--- config.mk ---
export PLATFORM = sky130hd
export DESIGN_NAME = periph_top
export DESIGN_NICKNAME = d
export VERILOG_FILES = /design/src/design/periph_pkg.sv /design/src/design/periph_bus_decoder.sv /design/src/design/gpio_ctrl.sv /design/src/design/timer_ctrl.sv /design/src/design/periph_top.sv
export SDC_FILE = /design/constraint.sdc
export NUM_CORES = 1
export LEC_CHECK = 0
export BUFFER_PORTS_ARGS = -buffer_cell sky130_fd_sc_hd__buf_4
export CAP_MARGIN = 20
export CORE_ASPECT_RATIO = 0.9
export CORE_MARGIN = 2
export CORE_UTILIZATION = 50
export DETAILED_ROUTE_END_ITERATION = 8
export PLACE_DENSITY = 0.74
export SLEW_MARGIN = 40
export SYNTH_ARGS = -nofsm -noshare
export SYNTH_HDL_FRONTEND = slang
export SYNTH_HIERARCHICAL = 1
export SYNTH_SLANG_ARGS = --single-unit
--- constraint.sdc ---
create_clock -name clk -period 8.63 [get_ports clk]
set_clock_uncertainty 0.05 [all_clocks]
set_input_delay 0.863 -clock clk [delete_from_list [all_inputs] [get_ports clk]]
set_output_delay 0.863 -clock clk [all_outputs]
set_load 0.02 [all_outputs]
--- src/design/periph_pkg.sv ---
package periph_pkg;

   // Peripheral byte address window is 12 bits wide
   localparam int periph_addr_msb = 11;

   // Address bits 11 down to 8 pick the peripheral
   localparam int region_lsb = 8;

   // Region codes
   // Anything not listed is an unmapped hole
   typedef enum logic [3:0] {
      region_gpio  = 4'd0,
      region_timer = 4'd1
   } periph_region_t;

   // GPIO word offsets, taken from address bits 3 down to 2
   localparam logic [1:0] gpio_reg_out = 2'd0;
   localparam logic [1:0] gpio_reg_in  = 2'd1;

   // Timer word offsets
   localparam logic [1:0] timer_reg_load   = 2'd0;
   localparam logic [1:0] timer_reg_ctrl   = 2'd1;
   localparam logic [1:0] timer_reg_count  = 2'd2;
   localparam logic [1:0] timer_reg_status = 2'd3;

   // Timer FSM states
   // Idle holds the counter, run decrements it,
   // expired parks after a one-shot reaches zero
   typedef enum logic [1:0] {
      tmr_idle    = 2'd0,
      tmr_run     = 2'd1,
      tmr_expired = 2'd2
   } timer_state_t;

endpackage

--- src/design/periph_bus_decoder.sv ---
`timescale 1ns/1ps

module periph_bus_decoder (
   input  logic                               clk,
   input  logic                               rst_n,
   input  logic [periph_pkg::periph_addr_msb:0] bus_addr,
   input  logic                               bus_en,
   input  logic [31:0]                        gpio_rdata,
   input  logic [31:0]                        timer_rdata,
   output logic                               gpio_en,
   output logic                               timer_en,
   output logic [31:0]                        bus_dout
);

   import periph_pkg::*;

   // Region field of the current address
   periph_region_t region;

   // Read data picked for the current access
   logic [31:0] rdata_sel;

   // Upper address bits name the peripheral
   assign region = periph_region_t'(bus_addr[periph_addr_msb:region_lsb]);

   // Peripheral enables
   // At most one is high, and only while the bus strobe is up
   always_comb begin
      gpio_en  = 1'b0;
      timer_en = 1'b0;
      if (bus_en) begin
         case (region)
            region_gpio: begin
               gpio_en = 1'b1;
            end
            region_timer: begin
               timer_en = 1'b1;
            end
            default: begin
               // Unmapped hole, nobody answers
               gpio_en  = 1'b0;
               timer_en = 1'b0;
            end
         endcase
      end
   end

   // Read mux by region
   // Unmapped regions read back as zero
   always_comb begin
      case (region)
         region_gpio: begin
            rdata_sel = gpio_rdata;
         end
         region_timer: begin
            rdata_sel = timer_rdata;
         end
         default: begin
            rdata_sel = 32'h0;
         end
      endcase
   end

   // Registered read data
   // Captured at the end of every access, writes included,
   // so a write returns the register value from before it
   always_ff @(posedge clk or posedge rst_n) begin
      if (rst_n) begin
         bus_dout <= 32'h0;
      end
      else begin
         if (bus_en) begin
            bus_dout <= rdata_sel;
         end
         // Otherwise hold until the next access
      end
   end

endmodule

--- src/design/gpio_ctrl.sv ---
`timescale 1ns/1ps

module gpio_ctrl #(
   parameter int gpio_width = 32
) (
   input  logic                               clk,
   input  logic                               rst_n,
   input  logic [periph_pkg::periph_addr_msb:0] bus_addr,
   input  logic [3:0]                         bus_bytesel,
   input  logic [31:0]                        bus_din,
   input  logic                               gpio_en,
   input  logic [gpio_width-1:0]              pad_gpio_in,
   output logic [31:0]                        gpio_rdata,
   output logic [gpio_width-1:0]              gpio_pad_out
);

   import periph_pkg::*;

   // Output register and two-stage input synchronizer
   logic [gpio_width-1:0] gpio_out_r;
   logic [gpio_width-1:0] gpio_in_m;
   logic [gpio_width-1:0] gpio_in_r;

   // Output register after the byte-lane merge, on a full word
   logic [31:0] out_merged;

   logic [1:0] offset;
   logic       out_wr;

   assign offset = bus_addr[3:2];

   // Any byte select makes it a write
   assign out_wr = gpio_en && (|bus_bytesel) && (offset == gpio_reg_out);

   // Merge selected lanes into the current value
   // Lanes above gpio_width drop off when truncated below
   always_comb begin
      out_merged = 32'(gpio_out_r);
      for (int b = 0; b < 4; b++) begin
         if (bus_bytesel[b]) begin
            out_merged[b*8 +: 8] = bus_din[b*8 +: 8];
         end
      end
   end

   always_ff @(posedge clk or posedge rst_n) begin
      if (rst_n) begin
         gpio_in_m  <= '0;
         gpio_in_r  <= '0;
         gpio_out_r <= '0;
      end
      else begin
         // Pads are asynchronous, resync them through two flops
         gpio_in_m <= pad_gpio_in;
         gpio_in_r <= gpio_in_m;
         if (out_wr) begin
            gpio_out_r <= out_merged[gpio_width-1:0];
         end
      end
   end

   // Register read mux, zero-extended to the bus width
   always_comb begin
      case (offset)
         gpio_reg_out: gpio_rdata = 32'(gpio_out_r);
         gpio_reg_in:  gpio_rdata = 32'(gpio_in_r);
         default:      gpio_rdata = 32'h0;
      endcase
   end

   assign gpio_pad_out = gpio_out_r;

endmodule

--- src/design/timer_ctrl.sv ---
`timescale 1ns/1ps

module timer_ctrl #(
   parameter int timer_width = 32
) (
   input  logic                               clk,
   input  logic                               rst_n,
   input  logic [periph_pkg::periph_addr_msb:0] bus_addr,
   input  logic [3:0]                         bus_bytesel,
   input  logic [31:0]                        bus_din,
   input  logic                               timer_en,
   output logic [31:0]                        timer_rdata,
   output logic                               timer_irq
);

   import periph_pkg::*;

   // Reload value and live counter
   logic [timer_width-1:0] load_r;
   logic [timer_width-1:0] count_r;

   // Control bits
   // Bit 0 enable, bit 1 auto-reload
   logic enable_r;
   logic auto_r;

   // Sticky expiry flag, drives the irq level
   logic flag_r;

   timer_state_t state_r;

   logic [1:0] offset;
   logic       wr;
   logic       load_wr;
   logic       ctrl_wr;
   logic       status_wr;

   assign offset = bus_addr[3:2];
   assign wr     = timer_en && (|bus_bytesel);

   // Timer registers take the whole word on any write
   assign load_wr   = wr && (offset == timer_reg_load);
   assign ctrl_wr   = wr && (offset == timer_reg_ctrl);
   assign status_wr = wr && (offset == timer_reg_status);

   // Reload register
   always_ff @(posedge clk or posedge rst_n) begin
      if (rst_n) begin
         load_r <= '0;
      end
      else if (load_wr) begin
         load_r <= bus_din[timer_width-1:0];
      end
   end

   // Control bits, counter, flag and FSM
   always_ff @(posedge clk or posedge rst_n) begin
      if (rst_n) begin
         enable_r <= 1'b0;
         auto_r   <= 1'b0;
         count_r  <= '0;
         flag_r   <= 1'b0;
         state_r  <= tmr_idle;
      end
      else begin
         // Status write clears the flag
         // A zero count on the same edge sets it again below
         if (status_wr) begin
            flag_r <= 1'b0;
         end

         if (ctrl_wr) begin
            enable_r <= bus_din[0];
            auto_r   <= bus_din[1];
            if (bus_din[0]) begin
               // Start or restart from the reload value
               count_r <= load_r;
               state_r <= tmr_run;
            end
            else begin
               state_r <= tmr_idle;
            end
         end
         else begin
            case (state_r)
               tmr_run: begin
                  if (count_r == '0) begin
                     flag_r <= 1'b1;
                     if (auto_r) begin
                        count_r <= load_r;
                     end
                     else begin
                        state_r <= tmr_expired;
                     end
                  end
                  else begin
                     count_r <= count_r - 1'b1;
                  end
               end
               tmr_expired: begin
                  // Parked until the control register is written
                  state_r <= tmr_expired;
               end
               default: begin
                  // Idle, counter holds its value
                  state_r <= tmr_idle;
               end
            endcase
         end
      end
   end

   // Register read mux
   // Status shows flag in bit 0 and state in bits 3 to 2
   always_comb begin
      case (offset)
         timer_reg_load:   timer_rdata = 32'(load_r);
         timer_reg_ctrl:   timer_rdata = {30'h0, auto_r, enable_r};
         timer_reg_count:  timer_rdata = 32'(count_r);
         timer_reg_status: timer_rdata = {28'h0, state_r, 1'b0, flag_r};
         default:          timer_rdata = 32'h0;
      endcase
   end

   assign timer_irq = flag_r;

endmodule

--- src/design/periph_top.sv ---
`timescale 1ns/1ps

module periph_top #(
   parameter int gpio_width  = 32,
   parameter int timer_width = 32
) (
   input  logic                               clk,
   input  logic                               rst_n,
   // Core data bus, one-cycle strobe access
   input  logic [periph_pkg::periph_addr_msb:0] bus_addr,
   input  logic [3:0]                         bus_bytesel,
   input  logic [31:0]                        bus_din,
   input  logic                               bus_en,
   output logic [31:0]                        bus_dout,
   // Pads
   input  logic [gpio_width-1:0]              pad_gpio_in,
   output logic [gpio_width-1:0]              gpio_pad_out,
   // Interrupt level to the core
   output logic                               timer_irq
);

   // Per-peripheral strobes
   logic gpio_en;
   logic timer_en;

   // Combinational read data back to the decoder
   logic [31:0] gpio_rdata;
   logic [31:0] timer_rdata;

   periph_bus_decoder u_decoder (
      .clk         (clk),
      .rst_n       (rst_n),
      .bus_addr    (bus_addr),
      .bus_en      (bus_en),
      .gpio_rdata  (gpio_rdata),
      .timer_rdata (timer_rdata),
      .gpio_en     (gpio_en),
      .timer_en    (timer_en),
      .bus_dout    (bus_dout)
   );

   gpio_ctrl #(
      .gpio_width (gpio_width)
   ) u_gpio (
      .clk          (clk),
      .rst_n        (rst_n),
      .bus_addr     (bus_addr),
      .bus_bytesel  (bus_bytesel),
      .bus_din      (bus_din),
      .gpio_en      (gpio_en),
      .pad_gpio_in  (pad_gpio_in),
      .gpio_rdata   (gpio_rdata),
      .gpio_pad_out (gpio_pad_out)
   );

   timer_ctrl #(
      .timer_width (timer_width)
   ) u_timer (
      .clk         (clk),
      .rst_n       (rst_n),
      .bus_addr    (bus_addr),
      .bus_bytesel (bus_bytesel),
      .bus_din     (bus_din),
      .timer_en    (timer_en),
      .timer_rdata (timer_rdata),
      .timer_irq   (timer_irq)
   );

endmodule

# ---- After elaboration in Yosys (flattened, before gate mapping)
# Index checks and enable logic that the tools add are counted.
dict set report word_totals {
  reg_bits 197
  in_bits 83
  out_inout_bits 65
  word_cells 62
}
dict set report classes {
  addsub 1
  n_eq_ne 10
  n_mux 21
  n_reduce_logical 17
}
# op count
set ops {}
lappend ops {{$mux 32} 5}
lappend ops {{$pmux 32 s2} 2}
lappend ops {{$pmux 32 s4} 1}
lappend ops {{$logic_not 32->1} 1}
lappend ops {{$sub 32x1->32 const B} 1}
lappend ops {{$reduce_and 2->1} 5}
lappend ops {{$mux 1} 9}
lappend ops {{$eq 2x2->1 const B} 3}
lappend ops {{$logic_and 1x1->1} 6}
lappend ops {{$mux 2} 3}
lappend ops {{$ne 3x1->1 const B} 2}
lappend ops {{$eq 2x1->1 const B} 2}
lappend ops {{$eq 4x1->1 const B} 1}
lappend ops {{$logic_not 4->1} 1}
lappend ops {{$pmux 2 s2} 1}
lappend ops {{$reduce_or 4->1} 1}
lappend ops {{$ne 3x3->1 const B} 1}
lappend ops {{$reduce_and 3->1} 1}
lappend ops {{$logic_not 2->1} 1}
lappend ops {{$ne 2x2->1 const B} 1}
lappend ops {{$reduce_bool 2->1} 1}

# ---- Longest topological paths before layout
dict set report depth {
  ltp_word 9
  depth_mapped 12
  depth_no_buf 7
}

# ---- Hierarchy
# Netlist, hierarchy kept.
# module instances cells_per_inst area_each_um2 seq_area_each_um2
set modules_own_cells {}
lappend modules_own_cells {timer_ctrl 1 438 4403.0 1726.7}
lappend modules_own_cells {gpio_ctrl 1 209 3528.4 2402.3}
lappend modules_own_cells {periph_bus_decoder 1 145 1715.4 800.8}

# ---- Worst setup path after synthesis
# Ideal clock, no wire load.
dict set report synth_timing {
  path_kind {input to register}
  startpoint {in bus_en}
  endpoint {reg u_timer.count_r[11]}
  setup_time_ps 121
  arrival_time_ps 3322
  required_ps 8459
  path_slack_ps 5137
  stages 12
  path_buffers 5
  cell_sequence {buf_2 -> or4b_1 -> buf_2 -> buf_6 -> nor2_1 -> o41ai_2 -> or3b_1 -> buf_4 -> mux2_2 -> clkbuf_1 -> o211ai_1 -> a22o_1}
}
dict set report synth_via {
  elab_chain_cells 5
  elab_cells_between_ends 8
  classes_between {eq/ne: 2; mux: 2; reduce/logical: 4}
}
# item line_no
set synth_rtl {}
lappend synth_rtl {{start, declared} periph_top.sv:13} ;# input logic bus_en,
lappend synth_rtl {{$mux 1 (*)} periph_bus_decoder.sv:31} ;# if (bus_en) begin
lappend synth_rtl {{net timer_en} periph_top.sv:24} ;# logic timer_en;
lappend synth_rtl {{$logic_and 1x1->1 (*)} timer_ctrl.sv:39} ;# assign wr = timer_en && (|bus_bytesel);
lappend synth_rtl {{$logic_and 1x1->1 (*)} timer_ctrl.sv:43} ;# assign ctrl_wr = wr && (offset == timer_reg_ctrl);
lappend synth_rtl {{$ne 3x1->1 (no line) (tied with other cells)} -}
lappend synth_rtl {{$reduce_and 3->1 (no line)} -}
lappend synth_rtl {{end signal, assigned} timer_ctrl.sv:77} ;# count_r <= load_r;
lappend synth_rtl {{end signal, assigned} timer_ctrl.sv:90} ;# count_r <= load_r;
lappend synth_rtl {{end signal, assigned} timer_ctrl.sv:97} ;# count_r <= count_r - 1'b1;
lappend synth_rtl {{end, declared} timer_ctrl.sv:20} ;# logic [timer_width-1:0] count_r;
# The timed path passes the listed nets; every way through them passes the cells marked *.
# A chain may end at the register's enable or synchronous reset.

# ---- Worst setup path after layout
dict set report layout_timing {
  startpoint {in bus_en}
  endpoint {reg u_timer.count_r[8]}
}
# The elaborated chain is that of the path after synthesis.

==> impl.org <==
** Status
- Result of the run :: finished clean

** Global routing
- Global routing used 22.9% of the available tracks.
- Sum of overflow across all layers after global routing :: 0
- Entering global routing, the biggest net connects 70 pins.
- First-pass GRT wire length :: 36600 um
- Initial antenna violation count :: 0
- The via count of the first global-routing pass is 6799.

** Timing
- Static timing analysis puts the maximum clock frequency at 220 MHz.
- Measured against its own limit, the worst slew margin works out to 41.3%.
- Total negative setup slack :: 0 ns
- The count of pins over their slew limit is 0.
- Setup violations remaining at the end of the flow were counted as 0.
- After layout, the worst path uses 52.6% of the clock period.
- Setup repair after global routing left no endpoint under its margin.
- On the final layout, the worst hold slack is 0.298 ns.
- The final hold violation count came to 0.
- Tmin final :: 4.54 ns
- At the pin with the least slew margin, the transition time is 0.879 ns.

** Layout
- Layout cell share with drive strength beyond 1 :: 33.0%
- Once layout is complete, the cells apart from fillers number 1168.
- Sequential cell area in the final layout :: 4930 um^2
- The finished cells cover 11400 um^2.
- Summing all multi-input logic gate instances after layout gives 4210 um^2.
- The area growth from synthesis to layout is 18.5%.
- Diodes inserted :: 0
- Number of nets in the finished design :: 991
- After filler insertion, the fill cell instance count of the layout stands at 1532.

** Clock network
- Clock tree from TritonCTS :: built
- Clock latency on the worst-skew pair, taken at its later pin, is 0.43 ns.
- Once the clock tree was built, the resizer swapped 0 gates to a different size.
- Total CTS buffers :: 17
- Post-CTS timing repair inserted 0 buffers for setup.
- Maximum count of clock buffers along a single path :: 2
- The cell sitting at the root of the clock tree is a clkbuf_16.
- For this design, the CTS-stage hold fixing added 0 buffers.
- Clock slew at the register clock pins of the worst setup and hold paths :: 0.08 ns
- For this design, the sink count on the clock tree is 197.
- Maximum level of the CTS H-tree :: 4

** Yosys
- Cell count after synthesis :: 792
- Of all cell types, the one taking the most synthesized area is dfrtp_1.
- Number of nets in the synthesized netlist :: 878
- The Yosys step of the flow raised 6 warnings.
- Post-synthesis cell type count :: 53
- Synth Register Bits :: 197
- Yosys mapped a number of flops with a built-in enable equal to 0.
- Fraction of synthesized cell area taken by the top area cell type :: 51.1%
- Share of flip-flops with an asynchronous set or reset after synthesis :: 100%
- The mapped netlist covers 9650 um^2.
- The share of the Yosys chip area taken by registers is 51.1%.
- After synthesis, the cell types taking the most area are dfrtp_1 51%, mux2i_1 13%, mux2_4 5.0%, mux2_2 3.9%, o22ai_2 3.6%.
- Syn_area_per_cell :: 12.2 um^2
- Among all flip-flop cells after synthesis, the most frequent one is dfrtp_1.

** Critical path
- Data arrival at the endpoint of the critical path :: 4.83 ns
- Critical path peak fanout :: 34
- Critical path data required time :: 8.92 ns
- STA classifies the critical path startpoint as a primary input.
- The worst setup path is of the in2reg kind.
- Worst setup EP type :: flip-flop

** Drt
- Via density per instance :: 5.77
- The final layout contains routed wiring with a total length of 22500 um.
- For this run, the detailed router's first-pass iteration total came to 5.
- For this block, the initial DRC count from the detailed router was 603.
- After detailed routing, the number of remaining DRC violations is 0.
- The final route contains 6738 vias.
- In the final routed layout, each cell accounts on average for 19.3 um.
- Antenna viol nets, final :: 0

** Die
- 148 I/O pins were placed.
- From left edge to right edge, the die measures 150 um.
- Initial cell density of the core :: 50.7%
- Core Rows :: 48
- Overall die height :: 136 um
- Core Footprint :: 19000 um^2
- Die area :: 20400 um^2

** Placement
- The HPWL after detailed placement is 14700 um.
- Port Buffer Count :: 141
- The congestion estimate from routability-driven global placement came to 0.861.
- Counting tap cells, the placed design contains a total of 1135 instances.
- Placed Instance Area :: 10800 um^2

** Pwr
- Dividing total power by cell area gives a power density of 183 nW/um^2.
- Static Leak :: 5.28 nW
- VDD IR-drop max :: 0.129 mV

** Run
- Number of maximum-capacitance constraint violations :: 0

** Min path
- The worst hold path belongs to the class reg2reg.
==> critical path, cell delays in order <==
cell and delay, ns:
buf_4 0.45, or4b_2 0.63, buf_4 0.33, nor2_1 0.18, o41ai_2 0.09, buf_4 0.16
or3b_1 0.53, mux2_2 0.74, nand2_2 0.51, o2bb2ai_1 0.31
==> metal layers <==
layer,up-vias,wire length [um],global-route usage [%]
met3,23,1100,4.41
met1,3436,9990,32.6
li1,3083,-,-
met5,-,0,0
met4,0,312,6.13
met2,196,11100,36.2
==> logic make-up (layout without fill, tap and decap cells) <==
kind of cell    Yosys count  after routing  synth area share [%]
compound gates          115            115                  10.9
fa+ha+maj                 3              3                 0.389
buf+inv                 109            235                  5.40
flops                   197            197                  51.1
mux                     188            188                  21.7
simple gates            180            180                  10.5
==> report_power, final <==
| part | internal [mW] | switching, mW | total (mW) |
|---|---|---|---|
| registers | 0.976 | 0.0389 | 1.02 |
| clock network | 0.483 | 0.368 | 0.851 |
| logic | 0.111 | 0.118 | 0.229 |
==> sequential cells by signal, indices dropped and copies added (netlist names) <==
signal,cells
u_timer/count_r,32
u_timer/state_r,2
u_gpio/gpio_pad_out,32
u_timer/auto_r,1
u_gpio/gpio_in_r,32
u_decoder/bus_dout,32
u_gpio/gpio_in_m,32
u_timer/timer_irq,1
u_timer/load_r,32
u_timer/enable_r,1
==> stage by stage <==
| step | setup slack (ns) | total power [mW] | util [%] |
|---|---|---|---|
| finish | 4.09 | 2.10 | 60.0 |
| floorplan | 5.14 | 1.17 | - |
| detailed placement | 3.67 | 1.26 | 56.7 |
| global placement | 3.02 | 1.26 | 56.5 |
| CTS | 4.12 | 2.12 | 60.0 |
| global route | 3.92 | 2.18 | 60.0 |
==> cell usage in the layout (no fill, tap or decap), drive strengths merged, types with 4 or more instances in the layout <==
cell type	synthesis	routed
mux2i	122	122
inv	49	57
or3	5	5
mux2	65	65
nor4bb	4	4
a22o	5	5
o211ai	30	30
nor4	21	21
o22ai	33	33
nor3	20	20
nor2	85	85
dfrtp	197	197
buf	34	154
nand3	4	4
nand2	19	19
nand4	8	8
o21ai	7	7
o2bb2ai	23	23
clkbuf	26	19
==> synthesized netlist by cell type, types with 2 or more instances <==
cell type  count
nor3_1        19
nor2_1        85
a22o_1         5
inv_1         49
o21ai_0        5
a211oi_1       3
or3_1          5
buf_1          4
or4_1          3
o211ai_1      30
o22ai_1        5
dfrtp_1      197
mux2_2        33
nand3_1        4
buf_4          7
nor3b_1        2
nand4_2        2
o22ai_2       28
a22oi_1        3
mux2i_1      122
mux2_4        32
and3_1         3
nand4_1        6
nand2_1       19
o2bb2ai_1     23
nor4_4         4
nor4bb_4       4
a32oi_1        2
nor4_1        16
buf_6          9
buf_2         14
ha_1           3
clkbuf_1      26
==> worst paths after layout <==
path | from | endpoint | slack, ns | cells after the start
max | bus_en | u_timer/count_r[8] | 4.09 | 10
min | u_gpio/gpio_in_m[5] | u_gpio/gpio_in_r[5] | 0.30 | 0
max reg2reg | u_timer/count_r[4] | u_timer/count_r[30] | 5.50 | 5
min reg2reg | u_gpio/gpio_in_m[5] | u_gpio/gpio_in_r[5] | 0.30 | 0
max in group asynchronous | rst_n | u_gpio/gpio_in_m[0] | 7.24 | 3
min in group asynchronous | rst_n | u_gpio/gpio_in_r[17] | 0.38 | 2
==> final cells by class <==
| cell class | count | share of cell area [%] |
|---|---|---|
| inverters | 49 | 1.63 |
| multi-input cells | 486 | 36.8 |
| well taps | 250 | 2.74 |
| clock buffers | 19 | 3.96 |
| repair buffers | 154 | 10.2 |
| flip-flops and latches | 197 | 43.1 |
| clock inverters | 13 | 1.58 |
Power figures use the tool's default switching activity.
